===== config.mk =====
export PLATFORM = sky130hd
export DESIGN_NAME = frame_buffer_ctrl
export DESIGN_NICKNAME = d
export VERILOG_FILES = /design/src/fb_pkg.sv /design/src/frame_buffer_ctrl.sv /design/src/mem_cmd_arbiter.sv /design/src/frame_reader.sv /design/src/frame_writer.sv /design/src/buffer_manager.sv
export SDC_FILE = /design/constraint.sdc
export NUM_CORES = 1
export LEC_CHECK = 0
export BUFFER_PORTS_ARGS = -buffer_cell sky130_fd_sc_hd__buf_2
export CORE_MARGIN = 2
export CORE_UTILIZATION = 55
export CTS_CLUSTER_DIAMETER = 30
export CTS_CLUSTER_SIZE = 12
export DETAILED_ROUTE_END_ITERATION = 12
export GPL_ROUTABILITY_DRIVEN = 0
export GPL_TIMING_DRIVEN = 0
export PLACE_DENSITY = 0.86
export SLEW_MARGIN = 20
export SYNTH_ARGS = -nofsm -noshare
export SYNTH_HDL_FRONTEND = slang
export SYNTH_SLANG_ARGS = --single-unit

===== constraint.sdc =====
create_clock -name clk -period 3.4 [get_ports clk]
set_input_delay 0.34 -clock clk [delete_from_list [all_inputs] [get_ports clk]]
set_output_delay 0.34 -clock clk [all_outputs]
set_load 0.02 [all_outputs]

===== src/fb_pkg.sv =====
package fb_pkg;

    localparam int NUM_BUFFERS = 3;

    typedef logic [1:0] buf_idx_t;

    typedef enum logic [2:0] {
        BUF_AVAILABLE,
        BUF_WRITING,
        BUF_READING,
        BUF_DISPLAYED,
        BUF_UPDATED
    } buf_state_t;

    // memory word address
    localparam int MEM_ADDR_W = 21;

    typedef logic [MEM_ADDR_W-1:0] mem_addr_t;

    // one pixel per memory word
    localparam int DATA_W = 32;

    typedef logic [DATA_W-1:0] pixel_t;

endpackage

===== src/frame_buffer_ctrl.sv =====
module frame_buffer_ctrl #(
    parameter int FRAME_WIDTH   = 640,
    parameter int FRAME_HEIGHT  = 480,
    parameter int INIT_DELAY    = 152,
    parameter int RD_FIFO_DEPTH = 4
) (
    input  logic              clk,
    input  logic              rst_n,
    input  logic              init_done_i,
    input  logic              pix_valid_i,
    input  fb_pkg::pixel_t    pix_data_i,
    output logic              pix_ready_o,
    output logic              out_valid_o,
    output fb_pkg::pixel_t    out_data_o,
    input  logic              out_ready_i,
    output logic              cmd_en_o,
    output logic              cmd_o,
    output fb_pkg::mem_addr_t addr_o,
    output fb_pkg::pixel_t    wr_data_o,
    input  logic              cmd_ready_i,
    input  fb_pkg::pixel_t    rd_data_i,
    input  logic              rd_data_valid_i
);

    logic              wr_lock_req;
    logic              rd_lock_req;
    logic              wr_lock_gnt;
    logic              rd_lock_gnt;
    fb_pkg::buf_idx_t  lock_idx;
    logic              wr_release;
    logic              rd_release;
    logic              wr_cmd_valid;
    fb_pkg::mem_addr_t wr_cmd_addr;
    fb_pkg::pixel_t    wr_cmd_data;
    logic              wr_cmd_ready;
    logic              rd_cmd_valid;
    fb_pkg::mem_addr_t rd_cmd_addr;
    logic              rd_cmd_ready;

    buffer_manager #(
        .INIT_DELAY(INIT_DELAY)
    ) u_buf_mgr (
        .clk          (clk),
        .rst_n        (rst_n),
        .init_done_i  (init_done_i),
        .wr_lock_req_i(wr_lock_req),
        .rd_lock_req_i(rd_lock_req),
        .wr_lock_gnt_o(wr_lock_gnt),
        .rd_lock_gnt_o(rd_lock_gnt),
        .lock_idx_o   (lock_idx),
        .wr_release_i (wr_release),
        .rd_release_i (rd_release)
    );

    frame_writer #(
        .FRAME_WIDTH (FRAME_WIDTH),
        .FRAME_HEIGHT(FRAME_HEIGHT)
    ) u_writer (
        .clk           (clk),
        .rst_n         (rst_n),
        .wr_lock_req_o (wr_lock_req),
        .wr_lock_gnt_i (wr_lock_gnt),
        .lock_idx_i    (lock_idx),
        .wr_release_o  (wr_release),
        .pix_valid_i   (pix_valid_i),
        .pix_data_i    (pix_data_i),
        .pix_ready_o   (pix_ready_o),
        .wr_cmd_valid_o(wr_cmd_valid),
        .wr_cmd_addr_o (wr_cmd_addr),
        .wr_cmd_data_o (wr_cmd_data),
        .wr_cmd_ready_i(wr_cmd_ready)
    );

    frame_reader #(
        .FRAME_WIDTH  (FRAME_WIDTH),
        .FRAME_HEIGHT (FRAME_HEIGHT),
        .RD_FIFO_DEPTH(RD_FIFO_DEPTH)
    ) u_reader (
        .clk            (clk),
        .rst_n          (rst_n),
        .rd_lock_req_o  (rd_lock_req),
        .rd_lock_gnt_i  (rd_lock_gnt),
        .lock_idx_i     (lock_idx),
        .rd_release_o   (rd_release),
        .rd_cmd_valid_o (rd_cmd_valid),
        .rd_cmd_addr_o  (rd_cmd_addr),
        .rd_cmd_ready_i (rd_cmd_ready),
        .rd_data_i      (rd_data_i),
        .rd_data_valid_i(rd_data_valid_i),
        .out_valid_o    (out_valid_o),
        .out_data_o     (out_data_o),
        .out_ready_i    (out_ready_i)
    );

    mem_cmd_arbiter u_arb (
        .clk           (clk),
        .rst_n         (rst_n),
        .wr_cmd_valid_i(wr_cmd_valid),
        .wr_cmd_addr_i (wr_cmd_addr),
        .wr_cmd_data_i (wr_cmd_data),
        .wr_cmd_ready_o(wr_cmd_ready),
        .rd_cmd_valid_i(rd_cmd_valid),
        .rd_cmd_addr_i (rd_cmd_addr),
        .rd_cmd_ready_o(rd_cmd_ready),
        .cmd_en_o      (cmd_en_o),
        .cmd_o         (cmd_o),
        .addr_o        (addr_o),
        .wr_data_o     (wr_data_o),
        .cmd_ready_i   (cmd_ready_i)
    );

endmodule


===== src/mem_cmd_arbiter.sv =====
module mem_cmd_arbiter (
    input  logic              clk,
    input  logic              rst_n,
    input  logic              wr_cmd_valid_i,
    input  fb_pkg::mem_addr_t wr_cmd_addr_i,
    input  fb_pkg::pixel_t    wr_cmd_data_i,
    output logic              wr_cmd_ready_o,
    input  logic              rd_cmd_valid_i,
    input  fb_pkg::mem_addr_t rd_cmd_addr_i,
    output logic              rd_cmd_ready_o,
    output logic              cmd_en_o,
    output logic              cmd_o,
    output fb_pkg::mem_addr_t addr_o,
    output fb_pkg::pixel_t    wr_data_o,
    input  logic              cmd_ready_i
);

    logic last_wr;
    logic stall_q;
    logic sel_wr;
    logic sel_rd;

    // a stalled command keeps its slot, otherwise take turns
    always_comb begin
        if (stall_q) begin
            sel_wr = last_wr;
        end else if (wr_cmd_valid_i && rd_cmd_valid_i) begin
            sel_wr = !last_wr;
        end else begin
            sel_wr = wr_cmd_valid_i;
        end
    end

    assign sel_rd         = rd_cmd_valid_i && !sel_wr;
    assign cmd_en_o       = wr_cmd_valid_i || rd_cmd_valid_i;
    assign cmd_o          = sel_wr;
    assign addr_o         = sel_wr ? wr_cmd_addr_i : (sel_rd ? rd_cmd_addr_i : '0);
    assign wr_data_o      = sel_wr ? wr_cmd_data_i : '0;
    assign wr_cmd_ready_o = sel_wr && cmd_ready_i;
    assign rd_cmd_ready_o = sel_rd && cmd_ready_i;

    always_ff @(posedge clk or negedge rst_n) begin
        if (!rst_n) begin
            last_wr <= 1'b0;
            stall_q <= 1'b0;
        end else begin
            stall_q <= cmd_en_o && !cmd_ready_i;
            if (cmd_en_o) begin
                last_wr <= sel_wr;
            end
        end
    end

    assert property (@(posedge clk) disable iff (!rst_n)
        (cmd_en_o && !cmd_ready_i) |=> (cmd_en_o && $stable(cmd_o) && $stable(addr_o)));

endmodule


===== src/frame_reader.sv =====
module frame_reader #(
    parameter int FRAME_WIDTH   = 640,
    parameter int FRAME_HEIGHT  = 480,
    parameter int RD_FIFO_DEPTH = 4
) (
    input  logic              clk,
    input  logic              rst_n,
    output logic              rd_lock_req_o,
    input  logic              rd_lock_gnt_i,
    input  fb_pkg::buf_idx_t  lock_idx_i,
    output logic              rd_release_o,
    output logic              rd_cmd_valid_o,
    output fb_pkg::mem_addr_t rd_cmd_addr_o,
    input  logic              rd_cmd_ready_i,
    input  fb_pkg::pixel_t    rd_data_i,
    input  logic              rd_data_valid_i,
    output logic              out_valid_o,
    output fb_pkg::pixel_t    out_data_o,
    input  logic              out_ready_i
);

    localparam int FRAME_WORDS = FRAME_WIDTH * FRAME_HEIGHT;
    localparam int CNT_W       = $clog2(FRAME_WORDS + 1);
    localparam int PTR_W       = $clog2(RD_FIFO_DEPTH);
    localparam int OCC_W       = $clog2(RD_FIFO_DEPTH + 1);

    typedef enum logic [1:0] {
        ST_LOCK,
        ST_READ,
        ST_RELEASE
    } rd_state_t;

    rd_state_t         state;
    fb_pkg::mem_addr_t base;
    logic [CNT_W-1:0]  issue_cnt;
    logic [CNT_W-1:0]  out_cnt;
    logic [OCC_W-1:0]  inflight;
    logic [OCC_W-1:0]  fifo_cnt;
    logic [OCC_W:0]    occupancy;
    logic [PTR_W-1:0]  wr_ptr;
    logic [PTR_W-1:0]  rd_ptr;
    fb_pkg::pixel_t    fifo_mem [RD_FIFO_DEPTH];
    logic              rd_issue;
    logic              out_fire;
    logic              last_out;

    function automatic logic [PTR_W-1:0] next_ptr(input logic [PTR_W-1:0] ptr);
        return (ptr == PTR_W'(RD_FIFO_DEPTH - 1)) ? '0 : ptr + 1'b1;
    endfunction

    // every outstanding read owns a fifo slot
    assign occupancy      = inflight + fifo_cnt;
    assign rd_lock_req_o  = (state == ST_LOCK);
    assign rd_release_o   = (state == ST_RELEASE);
    assign rd_cmd_valid_o = (state == ST_READ) && (issue_cnt != CNT_W'(FRAME_WORDS))
                            && (occupancy < (OCC_W + 1)'(RD_FIFO_DEPTH));
    assign rd_cmd_addr_o  = base + fb_pkg::mem_addr_t'(issue_cnt);
    assign rd_issue       = rd_cmd_valid_o && rd_cmd_ready_i;
    assign out_valid_o    = (fifo_cnt != '0);
    assign out_data_o     = fifo_mem[rd_ptr];
    assign out_fire       = out_valid_o && out_ready_i;
    assign last_out       = out_fire && (out_cnt == CNT_W'(FRAME_WORDS - 1));

    always_ff @(posedge clk or negedge rst_n) begin
        if (!rst_n) begin
            state     <= ST_LOCK;
            issue_cnt <= '0;
            out_cnt   <= '0;
            inflight  <= '0;
            fifo_cnt  <= '0;
            wr_ptr    <= '0;
            rd_ptr    <= '0;
        end else begin
            case (state)
                ST_LOCK: begin
                    if (rd_lock_gnt_i) begin
                        state     <= ST_READ;
                        issue_cnt <= '0;
                        out_cnt   <= '0;
                    end
                end
                ST_READ: begin
                    if (last_out) begin
                        state <= ST_RELEASE;
                    end
                end
                default: state <= ST_LOCK;
            endcase
            if (rd_issue) begin
                issue_cnt <= issue_cnt + 1'b1;
            end
            if (out_fire) begin
                out_cnt <= out_cnt + 1'b1;
                rd_ptr  <= next_ptr(rd_ptr);
            end
            if (rd_data_valid_i) begin
                wr_ptr <= next_ptr(wr_ptr);
            end
            inflight <= inflight + OCC_W'(rd_issue) - OCC_W'(rd_data_valid_i);
            fifo_cnt <= fifo_cnt + OCC_W'(rd_data_valid_i) - OCC_W'(out_fire);
        end
    end

    always_ff @(posedge clk) begin
        if (state == ST_LOCK && rd_lock_gnt_i) begin
            base <= fb_pkg::mem_addr_t'(lock_idx_i * FRAME_WORDS);
        end
        if (rd_data_valid_i) begin
            fifo_mem[wr_ptr] <= rd_data_i;
        end
    end

    // returns have no back-pressure
    assert property (@(posedge clk) disable iff (!rst_n)
        rd_data_valid_i |-> (fifo_cnt != OCC_W'(RD_FIFO_DEPTH)));

endmodule


===== src/frame_writer.sv =====
module frame_writer #(
    parameter int FRAME_WIDTH  = 640,
    parameter int FRAME_HEIGHT = 480
) (
    input  logic              clk,
    input  logic              rst_n,
    output logic              wr_lock_req_o,
    input  logic              wr_lock_gnt_i,
    input  fb_pkg::buf_idx_t  lock_idx_i,
    output logic              wr_release_o,
    input  logic              pix_valid_i,
    input  fb_pkg::pixel_t    pix_data_i,
    output logic              pix_ready_o,
    output logic              wr_cmd_valid_o,
    output fb_pkg::mem_addr_t wr_cmd_addr_o,
    output fb_pkg::pixel_t    wr_cmd_data_o,
    input  logic              wr_cmd_ready_i
);

    localparam int FRAME_WORDS = FRAME_WIDTH * FRAME_HEIGHT;
    localparam int CNT_W       = $clog2(FRAME_WORDS + 1);

    typedef enum logic [1:0] {
        ST_LOCK,
        ST_WRITE,
        ST_RELEASE
    } wr_state_t;

    wr_state_t         state;
    fb_pkg::mem_addr_t base;
    logic [CNT_W-1:0]  acc_cnt;
    logic              pix_full;
    logic              pix_take;
    logic              cmd_fire;
    logic              frame_done;

    assign wr_lock_req_o  = (state == ST_LOCK);
    assign wr_release_o   = (state == ST_RELEASE);
    assign wr_cmd_valid_o = pix_full;
    assign cmd_fire       = pix_full && wr_cmd_ready_i;
    // one-entry register, refilled in the cycle it drains
    assign pix_ready_o    = (state == ST_WRITE) && (acc_cnt != CNT_W'(FRAME_WORDS))
                            && (!pix_full || wr_cmd_ready_i);
    assign pix_take       = pix_valid_i && pix_ready_o;
    assign frame_done     = cmd_fire && (acc_cnt == CNT_W'(FRAME_WORDS));

    always_ff @(posedge clk or negedge rst_n) begin
        if (!rst_n) begin
            state    <= ST_LOCK;
            acc_cnt  <= '0;
            pix_full <= 1'b0;
        end else begin
            case (state)
                ST_LOCK: begin
                    if (wr_lock_gnt_i) begin
                        state   <= ST_WRITE;
                        acc_cnt <= '0;
                    end
                end
                ST_WRITE: begin
                    if (frame_done) begin
                        state <= ST_RELEASE;
                    end
                end
                default: state <= ST_LOCK;
            endcase
            if (pix_take) begin
                pix_full <= 1'b1;
                acc_cnt  <= acc_cnt + 1'b1;
            end else if (cmd_fire) begin
                pix_full <= 1'b0;
            end
        end
    end

    always_ff @(posedge clk) begin
        if (state == ST_LOCK && wr_lock_gnt_i) begin
            base <= fb_pkg::mem_addr_t'(lock_idx_i * FRAME_WORDS);
        end
        if (pix_take) begin
            wr_cmd_data_o <= pix_data_i;
            wr_cmd_addr_o <= base + fb_pkg::mem_addr_t'(acc_cnt);
        end
    end

    assert property (@(posedge clk) disable iff (!rst_n)
        (wr_cmd_valid_o && !wr_cmd_ready_i) |=> (wr_cmd_valid_o
            && $stable(wr_cmd_addr_o) && $stable(wr_cmd_data_o)));

endmodule


===== src/buffer_manager.sv =====
module buffer_manager #(
    parameter int INIT_DELAY = 10
) (
    input  logic             clk,
    input  logic             rst_n,
    input  logic             init_done_i,
    input  logic             wr_lock_req_i,
    input  logic             rd_lock_req_i,
    output logic             wr_lock_gnt_o,
    output logic             rd_lock_gnt_o,
    output fb_pkg::buf_idx_t lock_idx_o,
    input  logic             wr_release_i,
    input  logic             rd_release_i
);

    localparam int DLY_W = $clog2(INIT_DELAY + 1);

    logic [DLY_W-1:0]   dly_cnt;
    logic               mem_ready;
    fb_pkg::buf_state_t buf_state [fb_pkg::NUM_BUFFERS];
    logic               wr_held;
    logic               rd_held;
    fb_pkg::buf_idx_t   wr_idx;
    fb_pkg::buf_idx_t   rd_idx;
    logic [2:0]         wr_pick;
    logic [2:0]         rd_pick;
    logic               wr_take;
    logic               rd_take;

    // returns {found, idx}, lowest index of the first state that matches
    function automatic logic [2:0] pick_buf(input fb_pkg::buf_state_t p0,
                                            input fb_pkg::buf_state_t p1,
                                            input fb_pkg::buf_state_t p2);
        fb_pkg::buf_state_t pref [3];
        logic [2:0]         res;
        pref = '{p0, p1, p2};
        res  = '0;
        for (int p = 0; p < 3; p++) begin
            for (int b = 0; b < fb_pkg::NUM_BUFFERS; b++) begin
                if (!res[2] && buf_state[b] == pref[p]) begin
                    res = {1'b1, fb_pkg::buf_idx_t'(b)};
                end
            end
        end
        return res;
    endfunction

    assign mem_ready = (dly_cnt == DLY_W'(INIT_DELAY));

    // in-use buffers never match either preference list
    always_comb begin
        wr_pick = pick_buf(fb_pkg::BUF_DISPLAYED, fb_pkg::BUF_AVAILABLE, fb_pkg::BUF_UPDATED);
        rd_pick = pick_buf(fb_pkg::BUF_UPDATED, fb_pkg::BUF_AVAILABLE, fb_pkg::BUF_DISPLAYED);
        wr_take = mem_ready && wr_lock_req_i && !wr_held && wr_pick[2];
        rd_take = mem_ready && rd_lock_req_i && !rd_held && rd_pick[2] && !wr_take;
    end

    // cumulative, sticks once reached
    always_ff @(posedge clk or negedge rst_n) begin
        if (!rst_n) begin
            dly_cnt <= '0;
        end else if (init_done_i && !mem_ready) begin
            dly_cnt <= dly_cnt + 1'b1;
        end
    end

    always_ff @(posedge clk or negedge rst_n) begin
        if (!rst_n) begin
            wr_lock_gnt_o <= 1'b0;
            rd_lock_gnt_o <= 1'b0;
            wr_held       <= 1'b0;
            rd_held       <= 1'b0;
            for (int b = 0; b < fb_pkg::NUM_BUFFERS; b++) begin
                buf_state[b] <= fb_pkg::BUF_AVAILABLE;
            end
        end else begin
            wr_lock_gnt_o <= wr_take;
            rd_lock_gnt_o <= rd_take;
            if (wr_release_i) begin
                wr_held           <= 1'b0;
                buf_state[wr_idx] <= fb_pkg::BUF_UPDATED;
            end
            if (rd_release_i) begin
                rd_held           <= 1'b0;
                buf_state[rd_idx] <= fb_pkg::BUF_DISPLAYED;
            end
            if (wr_take) begin
                wr_held                 <= 1'b1;
                buf_state[wr_pick[1:0]] <= fb_pkg::BUF_WRITING;
            end
            if (rd_take) begin
                rd_held                 <= 1'b1;
                buf_state[rd_pick[1:0]] <= fb_pkg::BUF_READING;
            end
        end
    end

    always_ff @(posedge clk) begin
        if (wr_take) begin
            wr_idx     <= wr_pick[1:0];
            lock_idx_o <= wr_pick[1:0];
        end else if (rd_take) begin
            rd_idx     <= rd_pick[1:0];
            lock_idx_o <= rd_pick[1:0];
        end
    end

    // writer and reader never share a frame
    assert property (@(posedge clk) disable iff (!rst_n)
        (wr_held && rd_held) |-> (wr_idx != rd_idx));

endmodule


==> summary.md <==
| Metric | Value |
|---|---|
| Status | `complete, no violations` |
| Die H | `159 um` |
| R2R depth | `14` |
| Layout Nets | `1353` |
| Sum Neg Setup Slack | `0 ns` |
| WL/cell | `20.1 um` |
| VDD IR max | `0.626 mV` |
| Compound-Gate Fraction of Synth Area | `7.83%` |
| Drt first pass iters | `7` |
| Worst hold-check path type | `in -> reg` |
| Global-route wire length before repair | `50300 um` |
| Final WL | `32300 um` |
| Post-synth top flop | `edfxtp_1` |
| Post-synthesis xor/xnor area fraction | `1.67%` |
| Clock Skew | `0.0280 ns` |
| Max-slew violation count | `0` |
| Total grt overflow | `0` |
| Tmin final | `3.30 ns` |
| Syn nets | `1087` |
| Max Cap Viol | `0` |
| Max Clk Rate | `303 MHz` |
| Multiplexer share of the synthesized area | `7.03%` |
| Crit path max fanout | `10` |
| Syn. warnings | `0` |
| DRT iter0 DRCs | `984` |
| P&R area growth vs syn | `27.9%` |
| Num CTS Buffers | `53` |
| Worst R2R Start | `u_reader.issue_cnt[0]` |
| Register area share after synthesis | `63.6%` |
| Post-synth EDFFs | `199` |
| Synth Area in Adders | `3.94%` |
| Pwr Density | `885 nW/um^2` |
| Drt drc | `0` |
| DP HPWL | `19700 um` |
| Setup slack, reg-to-reg | `0.34 ns` |
| H-tree Lvls | `2` |
| FP Rows | `56` |
| CP Launch Type | `register` |
| Final hold vios | `0` |
| Worst EP required | `3.06 ns` |
| Reg-to-Reg End | `u_reader.inflight[2]` |
| Kind of critical path | `reg -> out` |
| Slowest stage delay, CP | `0.43 ns` |
| Layout cells sized above 1 | `26.1%` |
| Full die area | `25100 sq um` |
| Initial core utilization | `55.9%` |
| Slowest CP cell | `dfrtp_1` |
| Clock root cell | `clkbuf_16` |
| RSZ-0062 raised after global routing | `false` |
| Slew headroom | `43.9%` |
| Synth async-reset ratio | `32.3%` |
| Dpl cells | `1460` |
| Mapped cell area | `13100 sq um` |
| Vias in the first global route | `9640` |
| Leakage | `6.79 nW` |
| Most frequent cells in the layout | `edfxtp_1 (199), buf_2 (166), nand2_1 (94), dfrtp_1 (94), clkbuf_16 (53)` |
| N_diodes | `0` |
| Data arrival, critical path | `2.96 ns` |
| Worst path cell trace | `inv_1, ha_1, nor4b_2, nand3_1, o21a_4, a31o_2, inv_6, buf_4, nand2_1, o21ai_1, buf_2` |
| # IOs | `160` |
| Post-synthesis cell count | `977` |
| Worst Setup EP | `addr_o[6]` |
| Final ANT Viol Nets | `0` |
| Routed vias | `9316` |
| Reg clk slew, reported paths | `0.05 ns` |
| Via density | `5.80` |
| Count of input and output buffers | `159` |
| Worst-margin pin slew | `0.842 ns` |
| Antenna violations before repair | `0` |
| Commonest non-fill, non-tap cell in the layout | `edfxtp_1` |
| CTS sink cnt | `294` |
| Flop and latch count out of synthesis | `294` |
| Core area | `23500 sq um` |
| Setup crit start | `u_reader.issue_cnt[0]` |
| Synth cell types | `73` |
| Final Cycle Share | `97.1%` |
| Setup violators final | `0` |
| Die width | `159 um` |
| Maximum count of clock buffers along a single path | `3` |
| Avg Synthesized Cell Area | `13.4 sq um` |
| Crit end category | `output pin` |
| Global-route usage over all layers | `25.9%` |
| Largest family of logic cells by synthesized area | `simple AND/OR/NAND/NOR gates` |
| Non-Filler Instances | `1607` |
| Later-pin clock latency in the skew report | `0.56 ns` |
| Largest net degree at the start of global routing | `81` |
| CTS tree | `done` |
| Synth Area in Simple Gates | `13.7%` |
report_power, final:
group	leakage [nW]	switching, mW	internal (mW)
logic	2.87	2.98	1.69
clock network	0.878	1.90	3.45
registers	3.04	0.360	4.49
metrics by stage:
stage	utilization, %	power [mW]	instance area, sq um	hold WS [ns]	setup WS (ns)
after floorplan	-	7.80	13100	0.0444	0.735
after global placement	61.0	9.11	14300	0.452	0.218
after detailed placement	61.6	9.34	14400	0.180	0.467
after CTS	71.3	14.8	16700	0.000247	0.00719
after global routing	71.6	15.5	16800	0.00352	0.00813
final	71.6	14.9	16800	0.0180	0.0994
what timing repair did:
action | 4_1_cts | 5_1_grt
endpoints found under the hold margin | 166 | 4
hold buffers | 45 | 1
setup buffers | 1 | 0
gates cloned | 0 | 0
resized for setup | 4 | 12
setup endpoints to repair | 29 | 52
pin swaps | 0 | 0
how the worst min path moves through the flow:
stage	depth (start not counted)	slack [ns]	end	startpoint
global route	1	0.004	u_reader.fifo_mem[0][15]	rd_data_i[15]
finish	1	0.02	u_reader.fifo_mem[3][25]	rd_data_i[25]
detailed placement	1	0.18	u_writer.acc_cnt[16]	rst_n
floorplan	0	0.04	u_arb.last_wr	rst_n
global placement	1	0.45	u_buf_mgr.rd_held	u_buf_mgr.rd_held
CTS	1	0.0002	u_reader.fifo_mem[3][4]	rd_data_i[4]
state kept, by name, indices dropped and copies added (netlist names), 3 cells and up:
signal                  cells
u_reader.out_cnt           19
u_reader.issue_cnt         19
u_reader.fifo_cnt           3
u_writer.wr_cmd_addr_o     21
u_reader.inflight           3
u_buf_mgr.buf_state         9
u_buf_mgr.dly_cnt           8
u_writer.base               6
u_writer.wr_cmd_data_o     32
u_reader.fifo_mem         128
u_writer.acc_cnt           19
u_reader.base               6
synthesized netlist by cell type (all sizes together), types with 16 or more instances:
| library cell | count | area [sq um] |
|---|---|---|
| and3 | 17 | 106 |
| o21ai | 60 | 304 |
| nand2 | 95 | 364 |
| nand3 | 41 | 205 |
| xnor2 | 19 | 166 |
| mux2i | 18 | 180 |
| a21oi | 27 | 146 |
| nor2 | 42 | 158 |
| nor3 | 20 | 111 |
| buf | 16 | 90.1 |
| dfrtp | 95 | 2380 |
| and2 | 39 | 244 |
| edfxtp | 199 | 5980 |
| nand4 | 17 | 106 |
| inv | 44 | 165 |
| mux4 | 32 | 721 |
| ha | 35 | 438 |
per-layer routing:
| metal | GRT usage (%) | wire length, um | vias up |
|---|---|---|---|
| met1 | 31.5 | 12200 | 4568 |
| met3 | 5.47 | 2250 | 92 |
| met5 | 0 | 0 | - |
| met4 | 9.78 | 990 | 0 |
| met2 | 45.7 | 16900 | 434 |
| li1 | - | - | 4222 |
critical path: cells and delay by family (launching register included):
kind | cells | cell delay (ns)
buf+inv | 4 | 0.68
simple gates | 3 | 0.43
compound gates | 3 | 0.72
flops | 1 | 0.43
fa+ha+maj | 1 | 0.17
cell families (layout without fill, tap and decap cells):
logic type,after synthesis,count (layout)
AND/OR/NAND/NOR,341,341
flip-flops,294,294
AO/OA/AOI/OAI,155,155
buffers and inverters,71,382
multiplexers,52,52
adder cells (fa/ha/maj),39,39
XOR/XNOR,25,25
cell type report:
class	count	area [sq um]
inverters	45	174
plain buffers	26	139
well taps	319	399
fillers	1424	6680
multi-input cells	612	4520
flip-flops and latches	294	8350
clock buffers	56	1350
clock inverters	44	483
repair buffers	211	1380
Note: power is estimated with default switching activity, not from simulation.
